==> src/hw/rtcPkg.sv <==
package rtcPkg;

  localparam int NumFields = 9;

  typedef logic [7:0] dataT;
  typedef logic [7:0] busAddrT;
  typedef logic [3:0] cursorT;

  // Fields in RTC read order
  typedef enum logic [3:0] {
    secField,
    minField,
    hourField,
    dayField,
    monthField,
    yearField,
    tSecField,
    tMinField,
    tHourField
  } fieldIdxT;

  typedef dataT [NumFields-1:0] fieldArrayT;

  typedef enum logic [1:0] {
    noGroup,
    timeGroup,
    dateGroup,
    timerGroup
  } editGroupT;

  // ******************************
  // Per-field tables, indexed by fieldIdxT
  // ******************************
  localparam busAddrT RtcAddr [NumFields] = '{
    8'h21, 8'h22, 8'h23, 8'h24, 8'h25, 8'h26, 8'h41, 8'h42, 8'h43
  };

  localparam busAddrT DispAddr [NumFields] = '{
    8'h07, 8'h06, 8'h05, 8'h08, 8'h09, 8'h0A, 8'h0D, 8'h0C, 8'h0B
  };

  localparam dataT FieldMin [NumFields] = '{
    8'd0, 8'd0, 8'd0, 8'd1, 8'd1, 8'd0, 8'd0, 8'd0, 8'd0
  };

  localparam dataT FieldMax [NumFields] = '{
    8'd59, 8'd59, 8'd23, 8'd31, 8'd12, 8'd99, 8'd59, 8'd59, 8'd23
  };

  // Date 0..2, time 3..5, timer 6..8
  localparam cursorT CursorOf [NumFields] = '{
    4'd5, 4'd4, 4'd3, 4'd0, 4'd1, 4'd2, 4'd8, 4'd7, 4'd6
  };

endpackage

==> src/hw/fieldIf.sv <==
`timescale 1ns/10ps

interface fieldIf;
  import rtcPkg::*;

  logic     valid;
  fieldIdxT field;
  dataT     value;
  // One pulse per slot freed by the receiver
  logic     credit;

  modport sender (
    output valid, field, value,
    input  credit
  );

  modport receiver (
    input  valid, field, value,
    output credit
  );

endinterface

==> src/hw/buttonDebouncer.sv <==
`timescale 1ns/10ps

module buttonDebouncer #(
  parameter int DebounceCycles = 16
) (
  input  logic clk,
  input  logic rst,
  input  logic button,
  output logic press
);

  localparam int CountW = $clog2(DebounceCycles + 1);

  logic [1:0]        syncQ;
  logic              stable;
  logic [CountW-1:0] cnt;

  always_ff @(posedge clk) begin
    if (rst) begin
      syncQ  <= 2'b00;
      stable <= 1'b0;
      cnt    <= '0;
      press  <= 1'b0;
    end else begin
      syncQ <= {syncQ[0], button};
      press <= 1'b0;
      if (syncQ[1] == stable) begin
        cnt <= '0;
      end else if (cnt == CountW'(DebounceCycles - 1)) begin
        // Level held long enough, accept it
        stable <= syncQ[1];
        cnt    <= '0;
        press  <= syncQ[1];
      end else begin
        cnt <= cnt + 1'b1;
      end
    end
  end

endmodule

==> src/hw/fieldEditor.sv <==
`timescale 1ns/10ps

module fieldEditor (
  input  logic               clk,
  input  logic               rst,
  input  rtcPkg::editGroupT  editGroup,
  input  logic               editEnable,
  input  rtcPkg::fieldArrayT fields,
  input  logic               upPress,
  input  logic               downPress,
  input  logic               leftPress,
  input  logic               rightPress,
  output logic               editValid,
  output rtcPkg::fieldIdxT   editField,
  output rtcPkg::dataT       editValue,
  output rtcPkg::cursorT     cursorPos
);
  import rtcPkg::*;

  logic [1:0] cursor;
  editGroupT  lastGroup;
  fieldIdxT   selField;
  dataT       curValue;
  dataT       nextValue;
  logic       doEdit;

  // Field under the cursor, date order when no group is active
  always_comb begin
    case (editGroup)
      timeGroup: begin
        selField = (cursor == 2'd0) ? hourField : (cursor == 2'd1) ? minField : secField;
      end
      timerGroup: begin
        selField = (cursor == 2'd0) ? tHourField : (cursor == 2'd1) ? tMinField : tSecField;
      end
      default: begin
        selField = (cursor == 2'd0) ? dayField : (cursor == 2'd1) ? monthField : yearField;
      end
    endcase
  end

  assign cursorPos = CursorOf[selField];
  assign curValue  = fields[selField];
  assign doEdit    = editEnable & (upPress | downPress);

  // Wrapped step, up wins over down
  always_comb begin
    if (upPress) begin
      nextValue = (curValue >= FieldMax[selField]) ? FieldMin[selField] : curValue + 8'd1;
    end else begin
      nextValue = (curValue <= FieldMin[selField]) ? FieldMax[selField] : curValue - 8'd1;
    end
  end

  always_ff @(posedge clk) begin
    if (rst) begin
      cursor    <= 2'd0;
      lastGroup <= noGroup;
      editValid <= 1'b0;
    end else begin
      lastGroup <= editGroup;
      editValid <= doEdit;
      if (editGroup != lastGroup) begin
        cursor <= 2'd0;
      end else if (editEnable && rightPress) begin
        cursor <= (cursor == 2'd2) ? 2'd0 : cursor + 2'd1;
      end else if (editEnable && leftPress) begin
        cursor <= (cursor == 2'd0) ? 2'd2 : cursor - 2'd1;
      end
    end
  end

  always_ff @(posedge clk) begin
    if (doEdit) begin
      editField <= selField;
      editValue <= nextValue;
    end
  end

endmodule

==> src/hw/rtcSequencer.sv <==
`timescale 1ns/10ps

module rtcSequencer #(
  parameter int FifoDepth = 4
) (
  input  logic               clk,
  input  logic               rst,
  input  rtcPkg::dataT       busRdData,
  input  logic               busRdValid,
  input  logic               setTime,
  input  logic               setDate,
  input  logic               setTimer,
  input  logic               editValid,
  input  rtcPkg::fieldIdxT   editField,
  input  rtcPkg::dataT       editValue,
  output rtcPkg::busAddrT    busAddr,
  output logic               busRdEn,
  output logic               busWrEn,
  output rtcPkg::dataT       busWrData,
  output rtcPkg::editGroupT  editGroup,
  output logic               editEnable,
  output rtcPkg::fieldArrayT fields,
  fieldIf.sender             upd
);
  import rtcPkg::*;

  localparam int CreditW = $clog2(FifoDepth + 1);

  typedef enum logic [2:0] {
    readIssue,
    readWait,
    readSend,
    edit,
    writeBack
  } stateT;

  stateT              state;
  fieldIdxT           fieldIdx;
  fieldIdxT           nextIdx;
  fieldArrayT         bank;
  logic [CreditW-1:0] credits;
  logic               anySwitch;
  logic               send;

  assign anySwitch  = setTime | setDate | setTimer;
  assign nextIdx    = (fieldIdx == tHourField) ? secField : fieldIdxT'(fieldIdx + 4'd1);
  assign fields     = bank;
  assign editEnable = (state == edit) && (credits != '0) && anySwitch;

  // ******************************
  // Update link towards the FIFO
  // ******************************
  assign send      = ((state == readSend) && (credits != '0)) || ((state == edit) && editValid);
  assign upd.valid = send;
  assign upd.field = (state == edit) ? editField : fieldIdx;
  assign upd.value = (state == edit) ? editValue : bank[fieldIdx];

  always_ff @(posedge clk) begin
    if (rst) begin
      credits <= CreditW'(FifoDepth);
    end else begin
      credits <= credits - CreditW'(send) + CreditW'(upd.credit);
    end
  end

  // ******************************
  // Main FSM
  // ******************************
  always_ff @(posedge clk) begin
    if (rst) begin
      state     <= readIssue;
      fieldIdx  <= secField;
      busAddr   <= '0;
      busRdEn   <= 1'b0;
      busWrEn   <= 1'b0;
      editGroup <= noGroup;
    end else begin
      busRdEn <= 1'b0;
      busWrEn <= 1'b0;
      case (state)
        readIssue: begin
          busRdEn <= 1'b1;
          busAddr <= RtcAddr[fieldIdx];
          state   <= readWait;
        end
        readWait: begin
          if (busRdValid) begin
            state <= readSend;
          end
        end
        readSend: begin
          if (send) begin
            fieldIdx <= nextIdx;
            // Switch priority is time, date, timer
            if (setTime) begin
              state     <= edit;
              editGroup <= timeGroup;
            end else if (setDate) begin
              state     <= edit;
              editGroup <= dateGroup;
            end else if (setTimer) begin
              state     <= edit;
              editGroup <= timerGroup;
            end else begin
              busRdEn <= 1'b1;
              busAddr <= RtcAddr[nextIdx];
              state   <= readWait;
            end
          end
        end
        edit: begin
          // A pending edit result is taken before leaving
          if (!editValid && !anySwitch) begin
            state     <= writeBack;
            fieldIdx  <= secField;
            editGroup <= noGroup;
          end
        end
        writeBack: begin
          busWrEn  <= 1'b1;
          busAddr  <= RtcAddr[fieldIdx];
          fieldIdx <= nextIdx;
          if (fieldIdx == tHourField) begin
            state <= readIssue;
          end
        end
        default: state <= readIssue;
      endcase
    end
  end

  // Field bank and write data
  always_ff @(posedge clk) begin
    if (state == readWait && busRdValid) begin
      bank[fieldIdx] <= busRdData;
    end else if (state == edit && editValid) begin
      bank[editField] <= editValue;
    end
    if (state == writeBack) begin
      busWrData <= bank[fieldIdx];
    end
  end

endmodule

==> src/hw/updateFifo.sv <==
`timescale 1ns/10ps

module updateFifo #(
  parameter int FifoDepth = 4
) (
  input  logic     clk,
  input  logic     rst,
  fieldIf.receiver src,
  fieldIf.sender   dst
);
  import rtcPkg::*;

  localparam int PtrW   = (FifoDepth > 1) ? $clog2(FifoDepth) : 1;
  localparam int CountW = $clog2(FifoDepth + 1);

  fieldIdxT          fieldMem [FifoDepth];
  dataT              valueMem [FifoDepth];
  logic [PtrW-1:0]   wrPtr;
  logic [PtrW-1:0]   rdPtr;
  logic [CountW-1:0] count;
  logic              dstCredit;
  logic              push;
  logic              pop;

  function automatic logic [PtrW-1:0] incPtr(input logic [PtrW-1:0] ptr);
    if (ptr == PtrW'(FifoDepth - 1)) begin
      return '0;
    end
    return ptr + 1'b1;
  endfunction

  // Upstream only sends with a credit, so no full check
  assign push = src.valid;
  assign pop  = (count != '0) && dstCredit;

  assign dst.valid  = pop;
  assign dst.field  = fieldMem[rdPtr];
  assign dst.value  = valueMem[rdPtr];
  assign src.credit = pop;

  always_ff @(posedge clk) begin
    if (push) begin
      fieldMem[wrPtr] <= src.field;
      valueMem[wrPtr] <= src.value;
    end
  end

  always_ff @(posedge clk) begin
    if (rst) begin
      wrPtr     <= '0;
      rdPtr     <= '0;
      count     <= '0;
      dstCredit <= 1'b1;
    end else begin
      if (push) begin
        wrPtr <= incPtr(wrPtr);
      end
      if (pop) begin
        rdPtr <= incPtr(rdPtr);
      end
      count     <= count + CountW'(push) - CountW'(pop);
      dstCredit <= (dstCredit & ~pop) | dst.credit;
    end
  end

endmodule

==> src/hw/displayWriter.sv <==
`timescale 1ns/10ps

module displayWriter (
  input  logic            clk,
  input  logic            rst,
  fieldIf.receiver        src,
  input  logic            dispReady,
  output rtcPkg::busAddrT dispAddr,
  output rtcPkg::dataT    dispData,
  output logic            dispValid
);
  import rtcPkg::*;

  logic done;
  logic creditQ;

  assign done       = dispValid & dispReady;
  assign src.credit = creditQ;

  always_ff @(posedge clk) begin
    if (rst) begin
      dispValid <= 1'b0;
      creditQ   <= 1'b0;
    end else begin
      creditQ <= done;
      if (src.valid) begin
        dispValid <= 1'b1;
      end else if (done) begin
        dispValid <= 1'b0;
      end
    end
  end

  always_ff @(posedge clk) begin
    if (src.valid) begin
      dispAddr <= DispAddr[src.field];
      dispData <= src.value;
    end
  end

endmodule

==> src/hw/rtcController.sv <==
`timescale 1ns/10ps

module rtcController #(
  parameter int DebounceCycles = 16,
  parameter int FifoDepth      = 4
) (
  input  logic            clk,
  input  logic            rst,
  input  rtcPkg::dataT    busRdData,
  input  logic            busRdValid,
  input  logic            up,
  input  logic            down,
  input  logic            left,
  input  logic            right,
  input  logic            setTime,
  input  logic            setDate,
  input  logic            setTimer,
  input  logic            dispReady,
  output rtcPkg::busAddrT busAddr,
  output logic            busRdEn,
  output logic            busWrEn,
  output rtcPkg::dataT    busWrData,
  output rtcPkg::busAddrT dispAddr,
  output rtcPkg::dataT    dispData,
  output logic            dispValid,
  output rtcPkg::cursorT  cursorPos
);
  import rtcPkg::*;

  logic       upPress;
  logic       downPress;
  logic       leftPress;
  logic       rightPress;
  editGroupT  editGroup;
  logic       editEnable;
  fieldArrayT fields;
  logic       editValid;
  fieldIdxT   editField;
  dataT       editValue;

  fieldIf seqToFifo ();
  fieldIf fifoToDisp ();

  // ******************************
  // Buttons
  // ******************************
  buttonDebouncer #(.DebounceCycles(DebounceCycles)) upDebouncer_inst (
    .clk    (clk),
    .rst    (rst),
    .button (up),
    .press  (upPress)
  );

  buttonDebouncer #(.DebounceCycles(DebounceCycles)) downDebouncer_inst (
    .clk    (clk),
    .rst    (rst),
    .button (down),
    .press  (downPress)
  );

  buttonDebouncer #(.DebounceCycles(DebounceCycles)) leftDebouncer_inst (
    .clk    (clk),
    .rst    (rst),
    .button (left),
    .press  (leftPress)
  );

  buttonDebouncer #(.DebounceCycles(DebounceCycles)) rightDebouncer_inst (
    .clk    (clk),
    .rst    (rst),
    .button (right),
    .press  (rightPress)
  );

  fieldEditor fieldEditor_inst (
    .clk        (clk),
    .rst        (rst),
    .editGroup  (editGroup),
    .editEnable (editEnable),
    .fields     (fields),
    .upPress    (upPress),
    .downPress  (downPress),
    .leftPress  (leftPress),
    .rightPress (rightPress),
    .editValid  (editValid),
    .editField  (editField),
    .editValue  (editValue),
    .cursorPos  (cursorPos)
  );

  // ******************************
  // Producer, buffer, consumer
  // ******************************
  rtcSequencer #(.FifoDepth(FifoDepth)) rtcSequencer_inst (
    .clk        (clk),
    .rst        (rst),
    .busRdData  (busRdData),
    .busRdValid (busRdValid),
    .setTime    (setTime),
    .setDate    (setDate),
    .setTimer   (setTimer),
    .editValid  (editValid),
    .editField  (editField),
    .editValue  (editValue),
    .busAddr    (busAddr),
    .busRdEn    (busRdEn),
    .busWrEn    (busWrEn),
    .busWrData  (busWrData),
    .editGroup  (editGroup),
    .editEnable (editEnable),
    .fields     (fields),
    .upd        (seqToFifo.sender)
  );

  updateFifo #(.FifoDepth(FifoDepth)) updateFifo_inst (
    .clk (clk),
    .rst (rst),
    .src (seqToFifo.receiver),
    .dst (fifoToDisp.sender)
  );

  displayWriter displayWriter_inst (
    .clk       (clk),
    .rst       (rst),
    .src       (fifoToDisp.receiver),
    .dispReady (dispReady),
    .dispAddr  (dispAddr),
    .dispData  (dispData),
    .dispValid (dispValid)
  );

endmodule

==> config.mk <==
export PLATFORM = sky130hd
export DESIGN_NAME = rtcController
export DESIGN_NICKNAME = d
export VERILOG_FILES = /design/src/hw/rtcPkg.sv /design/src/hw/fieldIf.sv /design/src/hw/buttonDebouncer.sv /design/src/hw/fieldEditor.sv /design/src/hw/rtcSequencer.sv /design/src/hw/updateFifo.sv /design/src/hw/displayWriter.sv /design/src/hw/rtcController.sv
export SDC_FILE = /design/constraint.sdc
export NUM_CORES = 1
export LEC_CHECK = 0
export BUFFER_PORTS_ARGS = -buffer_cell sky130_fd_sc_hd__buf_2
export CAP_MARGIN = 15
export CORE_ASPECT_RATIO = 0.75
export CORE_MARGIN = 4
export CORE_UTILIZATION = 50
export CTS_CLUSTER_DIAMETER = 100
export CTS_CLUSTER_SIZE = 8
export DETAILED_ROUTE_END_ITERATION = 8
export PLACE_DENSITY = 0.74
export SYNTH_ARGS = -nofsm -noshare
export SYNTH_HDL_FRONTEND = slang
export SYNTH_SLANG_ARGS = --single-unit
==> constraint.sdc <==
create_clock -name clk -period 4.6 [get_ports clk]
set_input_delay 0.23 -clock clk [delete_from_list [all_inputs] [get_ports clk]]
set_output_delay 0.23 -clock clk [all_outputs]
set_load 0.05 [all_outputs]
==> flow_summary.json, run 1 <==
{
  "fin_util_pct": 57.37,
  "hpwlAfterDp_um": 21490,
  "grt_max_degree": 54,
  "grt_util_met1_pct": 33.45,
  "critPathKind": "flip-flop to flip-flop",
  "layout.nets": 1138,
  "drive_gt1_share_pct": 13.48,
  "pin_count": 58,
  "grt_pass1_wl_um": 45110,
  "cp-startpoint": "fieldEditor_inst.cursor[1]$_SDFFE_PP0P_",
  "setup_viol": 0,
  "async_reset_ff_share_pct": 0,
  "finalSetupTns_ps": 0,
  "end_kind": "flip-flop",
  "cp_max_fo": 17,
  "synth_ff_type": "edfxtp_1",
  "fp-row-count": 47,
  "antenna_left": 0,
  "grt_util_met3_pct": 6.066,
  "required_ps": 5010,
  "die-height_um": 138.3,
  "clock_sinks": 224,
  "tightest_slew_ps": 1219,
  "cts_tree": "yes",
  "drt_iter0_drc": 1130,
  "core_area_um2": 22170,
  "viasPerCell": 5.974,
  "drcViolationCount": 0,
  "dp_cells": 1332,
  "critPathLaunchType": "flip-flop",
  "final.period_utilization_pct": 91.54,
  "post_cts_buffers": 0,
  "yosysWarnings": 0,
  "synth-seq-cells": 224,
  "antenna_cells": 0,
  "dr.pass1.iters": 5,
  "dieArea_um2": 25130,
  "grt_usage_pct": 22.69,
  "area_growth_pct": 12.38,
  "start_util_pct": 51.05,
  "grt-ovfl-total": 0,
  "hold_violations": 0,
  "vdd_ir_drop_max_mv": 0.2948,
  "cts_root_buffer": "clkbuf_16",
  "clock_path_buffers": 3,
  "status": "complete, no violations",
  "min_path_type": "input port to flip-flop",
  "p_leak_nw": 4.640,
  "wl_um": 29090,
  "place.gp.congestion": 1.008,
  "synth_edf_count": 152,
  "die_x_um": 181.7,
  "setup_ws_ps": 389.2,
  "synth_most_common_cell": "edfxtp_1",
  "r2r-start": "fieldEditor_inst.cursor[1]$_SDFFE_PP0P_",
  "synthTopCellsByArea": "edfxtp_1 40%, dfxtp_1 13%, mux4_2 5.6%, ha_1 4.5%, o21ai_0 4.2%",
  "dp_slack_ps": 470.5,
  "grt_setup_unrepaired": "false",
  "yosysSeqAreaShare_pct": 53.06,
  "syn_area_um2": 11320,
  "synth_commonest_cells": "152 x edfxtp_1, 116 x nand2_1, 96 x o21ai_0",
  "slew_headroom_pct": 18.62,
  "fin_crit_ps": 4211,
  "power_mw": 6.500,
  "post_drt_wl_per_cell_um": 20.90,
  "clock_latency_ps": 560,
  "clk_pin_slew_ps": 60,
  "yosysTopAreaCell": "edfxtp_1",
  "cts_buffers": 31,
  "htree_levels": 1,
  "fin_cells": 1392,
  "antenna_found_initial": 1,
  "drv_cap": 0,
  "grt_use_met2_pct": 33.66,
  "ys_types": 68,
  "worstPathArrival_ps": 4620,
  "drv_slew": 0,
  "busiest_layer": "met2",
  "io_buffers": 50,
  "grt_pass1_vias": 7871,
  "fmax_ghz": 0.2375,
  "fin_worst_skew_ps": 15.57,
  "hp-start": "busRdData[4]",
  "synth_top_area_share_pct": 40.33,
  "vias": 8316,
  "power_density_nw_per_um2": 511.0,
  "synth_cells": 1033,
  "avgSynthCellArea_um2": 10.96
}
-- what timing repair did --
item | in CTS | in global routing
resized for setup | 0 | 0
hold endpoints to repair | 6 | 0
hold buffers | 5 | 0
-- stage by stage --
stage                     area, um^2  hold slack [ps]
after floorplan                11340            310.9
after global placement         11790            401.0
after detailed placement       11790            410.9
after CTS                      12720            91.65
after global routing           12720            116.1
final                          12720            107.1
-- cell type report --
class / count / area [um^2]
fill: 1859 / 9450
sequential: 224 / 6006
multi-input combinational: 707 / 4893
clock buffer: 54 / 862.1
timing repair buffer: 70 / 412.9
tap: 294 / 367.9
inverter: 42 / 157.7
clock inverter: 1 / 20.02
-- metal layers --
layer / routed length [um] / vias to the layer above
li1: - / 3808
met1: 12570 / 3977
met2: 12730 / 471
met3: 3155 / 58
met4: 626 / 2
met5: 13 / -
-- where the power goes --
group	switching, mW	internal [mW]	total (mW)
Combinational	1.17	0.646	1.81
Sequential	0.149	2.46	2.60
Clock	0.829	1.25	2.08
Total	2.15	4.35	6.50
-- sequential cells by signal, summed over array words and instances (netlist names), 3 cells and up, named ones only --
name                         cells
rtcSequencer_inst.busAddr        5
fieldEditor_inst.editField       4
rtcSequencer_inst.state          3
rtcSequencer_inst.credits        3
displayWriter_inst.dispData      8
updateFifo_inst.fieldMem        16
rtcSequencer_inst.fieldIdx       4
fieldEditor_inst.editValue       8
leftDebouncer_inst.cnt           5
displayWriter_inst.dispAddr      4
rightDebouncer_inst.cnt          5
upDebouncer_inst.cnt             5
rtcSequencer_inst.fields        72
rtcSequencer_inst.busWrData      8
downDebouncer_inst.cnt           5
updateFifo_inst.valueMem        32
updateFifo_inst.count            3
-- cells in the final DEF (no fill, tap or decap), types with 11 or more instances in the layout --
cell / count
nor2_1: 94
mux4_2: 28
nor3_1: 18
and2_1: 11
nor2b_1: 27
a21oi_1: 31
xnor2_1: 21
inv_1: 41
edfxtp_1: 152
buf_4: 15
and3_1: 11
mux2i_1: 33
ha_1: 41
nand2b_1: 13
buf_2: 50
clkbuf_16: 31
dfxtp_1: 72
nand3_1: 22
o21ai_0: 96
mux2_2: 12
nand2_1: 116
clkbuf_1: 23
-- worst max-delay path, stage by stage, from the launching register on --
cell	delay, ps
dfxtp_1	320
inv_1	120
ha_1	570
and3b_1	330
a22o_1	290
a2111oi_4	520
inv_1	160
ha_1	320
a21o_1	150
a211oi_1	230
o31ai_1	110
nor2_1	250
nand2_1	100
or4_1	480
o21ai_1	90
-- kinds of logic (layout without fill, tap and decap cells) --
logic type                 after synthesis  count (layout)  synth area share (%)
DFF                                    224             224                 53.06
AOI/OAI and AO/OA                      207             207                 11.41
adders and majority gates               43              43                 4.886
buffers and inverters                  108             167                 3.902
other                                    1               7               0.03313
and+or+nand+nor                        345             345                 14.48
xor gates and xnor gates                29              29                 2.244
muxes                                   76              76                 9.982
-- worst paths after layout --
path / end / slack, ps / cells after the start
setup / recovery: fieldEditor_inst.editValue[7]$_DFFE_PP_ / 390 / 14
hold / removal: rtcSequencer_inst.fields[4]$_DFFE_PP_ / 110 / 3
setup reg to reg: fieldEditor_inst.editValue[7]$_DFFE_PP_ / 390 / 14
hold reg to reg: updateFifo_inst.dstCredit$_SDFF_PP1_ / 420 / 1
No activity file was read; power rests on OpenSTA's default activity.
==> run 2: changes to the inputs <==
--- a/config.mk
+++ b/config.mk
@@ -7,13 +7,13 @@
 export LEC_CHECK = 0
 export BUFFER_PORTS_ARGS = -buffer_cell sky130_fd_sc_hd__buf_2
 export CAP_MARGIN = 15
-export CORE_ASPECT_RATIO = 0.75
+export CORE_ASPECT_RATIO = 1.25
 export CORE_MARGIN = 4
-export CORE_UTILIZATION = 50
+export CORE_UTILIZATION = 54
 export CTS_CLUSTER_DIAMETER = 100
 export CTS_CLUSTER_SIZE = 8
 export DETAILED_ROUTE_END_ITERATION = 8
-export PLACE_DENSITY = 0.74
+export PLACE_DENSITY = 0.81
 export SYNTH_ARGS = -nofsm -noshare
 export SYNTH_HDL_FRONTEND = slang
 export SYNTH_SLANG_ARGS = --single-unit
==> constraint.sdc (replaced) <==
create_clock -name clk -period 3.5 [get_ports clk]
set_input_delay 0.175 -clock clk [delete_from_list [all_inputs] [get_ports clk]]
set_output_delay 0.175 -clock clk [all_outputs]
set_load 0.05 [all_outputs]
==> run 2 against run 1 <==
Die area decreased by 7.1%. Worst setup slack worse by 310 ps. Clock power is 33% higher. Fmax rose by 23%. Power rose by 35%. Final area up 4.9%. Worst hold slack got worse by 43 ps. Clock-buffer cell count decreased by 2. Non-clock buffer count is 63 higher. Routed wire length rose by 9.7%. Highest routed layer is now met4.
==> flow_summary.json, run 2 (same netlist as run 1, synthesis figures left out) <==
{
  "status": "complete, no violations",
  "fin_worst_skew_ps": 20.78,
  "r2r-start": "fieldEditor_inst.cursor[0]$_SDFFE_PP0P_",
  "worstHoldPathCells": 3,
  "crit_slowest_cell": "a2111oi_4",
  "pin_count": 58,
  "r2r_end": "fieldEditor_inst.editValue[7]$_DFFE_PP_",
  "vias": 8728,
  "core_area_um2": 20390,
  "area_growth_pct": 17.90,
  "worstPathArrival_ps": 3840,
  "drcViolationCount": 0,
  "drv_cap": 0,
  "cts_tree": "yes",
  "drt_iter0_drc": 1164,
  "start_util_pct": 55.50,
  "htree_levels": 1,
  "cpMostUsedCell": "inv_1",
  "p_leak_nw": 4.982,
  "critPathLaunchType": "flip-flop",
  "vdd_ir_drop_max_mv": 0.5129,
  "clock_latency_ps": 570,
  "setup_ws_ps": 76.99,
  "fp-row-count": 58,
  "viasPerCell": 6.108,
  "hp-start": "busRdData[2]",
  "drv_slew": 0,
  "cts_buffers": 31,
  "critPathKind": "flip-flop to flip-flop",
  "die-height_um": 169.9,
  "whs_endpoint": "rtcSequencer_inst.fields[10]$_DFFE_PP_",
  "clk_pin_slew_ps": 60,
  "busiest_layer": "met2",
  "grt_pass1_vias": 8441,
  "finalSetupTns_ps": 0,
  "crit_chain": "inv_1 > ha_4 > and3b_1 > a22o_1 > a2111oi_4 > inv_1 > ha_1 > a21o_1 > a211oi_2 > o31ai_1 > nor2_1 > nand2_1 > or4_1 > o21ai_1",
  "grt_usage_pct": 27.58,
  "clock_sinks": 224,
  "wl_um": 31910,
  "io_buffers": 50,
  "layout.nets": 1201,
  "end_kind": "flip-flop",
  "drive_gt1_share_pct": 20.53,
  "power_mw": 8.770,
  "grt_util_met3_pct": 4.820,
  "final_cell_mix": "152 x edfxtp_1, 116 x nand2_1, 93 x nor2_1, 93 x o21ai_0, 74 x buf_4",
  "tightest_slew_ps": 1117,
  "path_buf_inv": 2,
  "reg2reg_depth": 14,
  "grt_util_met1_pct": 33.65,
  "dr.pass1.iters": 7,
  "die_x_um": 137.5,
  "reg2reg_slack_ps": 80,
  "dp_slack_ps": -65.34,
  "antenna_found_initial": 0,
  "grt_use_met2_pct": 45.18,
  "dieArea_um2": 23350,
  "path_delay_family": "compound AO/OA/AOI/OAI gates",
  "setup_viol": 0,
  "grt_pass1_wl_um": 48910,
  "final_common_cell": "edfxtp_1",
  "cp_max_fo": 7,
  "antenna_left": 0,
  "clock_path_buffers": 3,
  "slew_headroom_pct": 25.43,
  "hpwlAfterDp_um": 22690,
  "hold_violations": 0,
  "cts_root_buffer": "clkbuf_16",
  "required_ps": 3910,
  "critPathMaxStageDelay_ps": 410,
  "place.gp.congestion": 1.021,
  "min_path_type": "input port to flip-flop",
  "grt-ovfl-total": 0,
  "largest_register_ffs": 72,
  "grt_max_degree": 54,
  "final.period_utilization_pct": 97.80,
  "cp-startpoint": "fieldEditor_inst.cursor[0]$_SDFFE_PP0P_",
  "fin_crit_ps": 3423,
  "power_density_nw_per_um2": 657.2,
  "post_drt_wl_per_cell_um": 22.33,
  "antenna_cells": 0,
  "fmax_ghz": 0.2921
}
## run 2: stage by stage
stage | instance area [um^2] | std cells | utilization (%) | hold slack [ps]
after detailed placement | 12190 | 1363 | 59.79 | 394.0
after CTS | 13120 | 1421 | 64.35 | 38.85
after global routing | 13340 | 1429 | 65.44 | 52.85
after floorplan | 11370 | 1039 | - | 255.9
after global placement | 12190 | 1363 | 59.79 | 383.0
final | 13340 | 1429 | 65.44 | 64.24
## run 2: how the worst max path moves through the flow
| stage | slack, ps | cells after the start | endpoint |
|---|---|---|---|
| final | 80 | 14 | fieldEditor_inst.editValue[7]$_DFFE_PP_ |
| after global routing | -40 | 15 | fieldEditor_inst.editValue[3]$_DFFE_PP_ |
| after CTS | 20 | 15 | fieldEditor_inst.editValue[0]$_DFFE_PP_ |
| after detailed placement | -70 | 15 | fieldEditor_inst.editValue[2]$_DFFE_PP_ |
| after global placement | -60 | 15 | fieldEditor_inst.editValue[0]$_DFFE_PP_ |
| after floorplan | 30 | 17 | fieldEditor_inst.editValue[7]$_DFFE_PP_ |
## run 2: worst min-delay path, delay by kind of cell
kind	cells	cell delay [ps]
simple gates	1	70
buf+inv	1	220
compound gates	1	60
## run 2: final cells by class
class	count	area [um^2]
clock buffers	52	854.6
clock inverters	1	20.02
fillers	1503	7048
inverters	42	165.2
multi-input cells	707	5056
flip-flops and latches	224	6016
well taps	270	337.8
repair buffers	133	894.6
## run 2: layer usage
metal,vias up,routed length (um)
li1,3928,-
met1,4111,11220
met2,555,15540
met3,134,2845
met4,0,2313
met5,-,0
## run 2: report_power, final
part,leakage [nW],total [mW],internal (mW),switching (mW)
Combinational,2.58,2.57,0.991,1.58
Clock,0.417,2.76,1.64,1.12
Sequential,1.99,3.44,3.23,0.214
## run 2: what timing repair did
item	in CTS	in global routing
pin swaps	1	9
hold buffers	5	0
hold endpoints to repair	6	0
gates resized for setup	2	41
buffers inserted	0	8
endpoints found under the setup margin	6	8
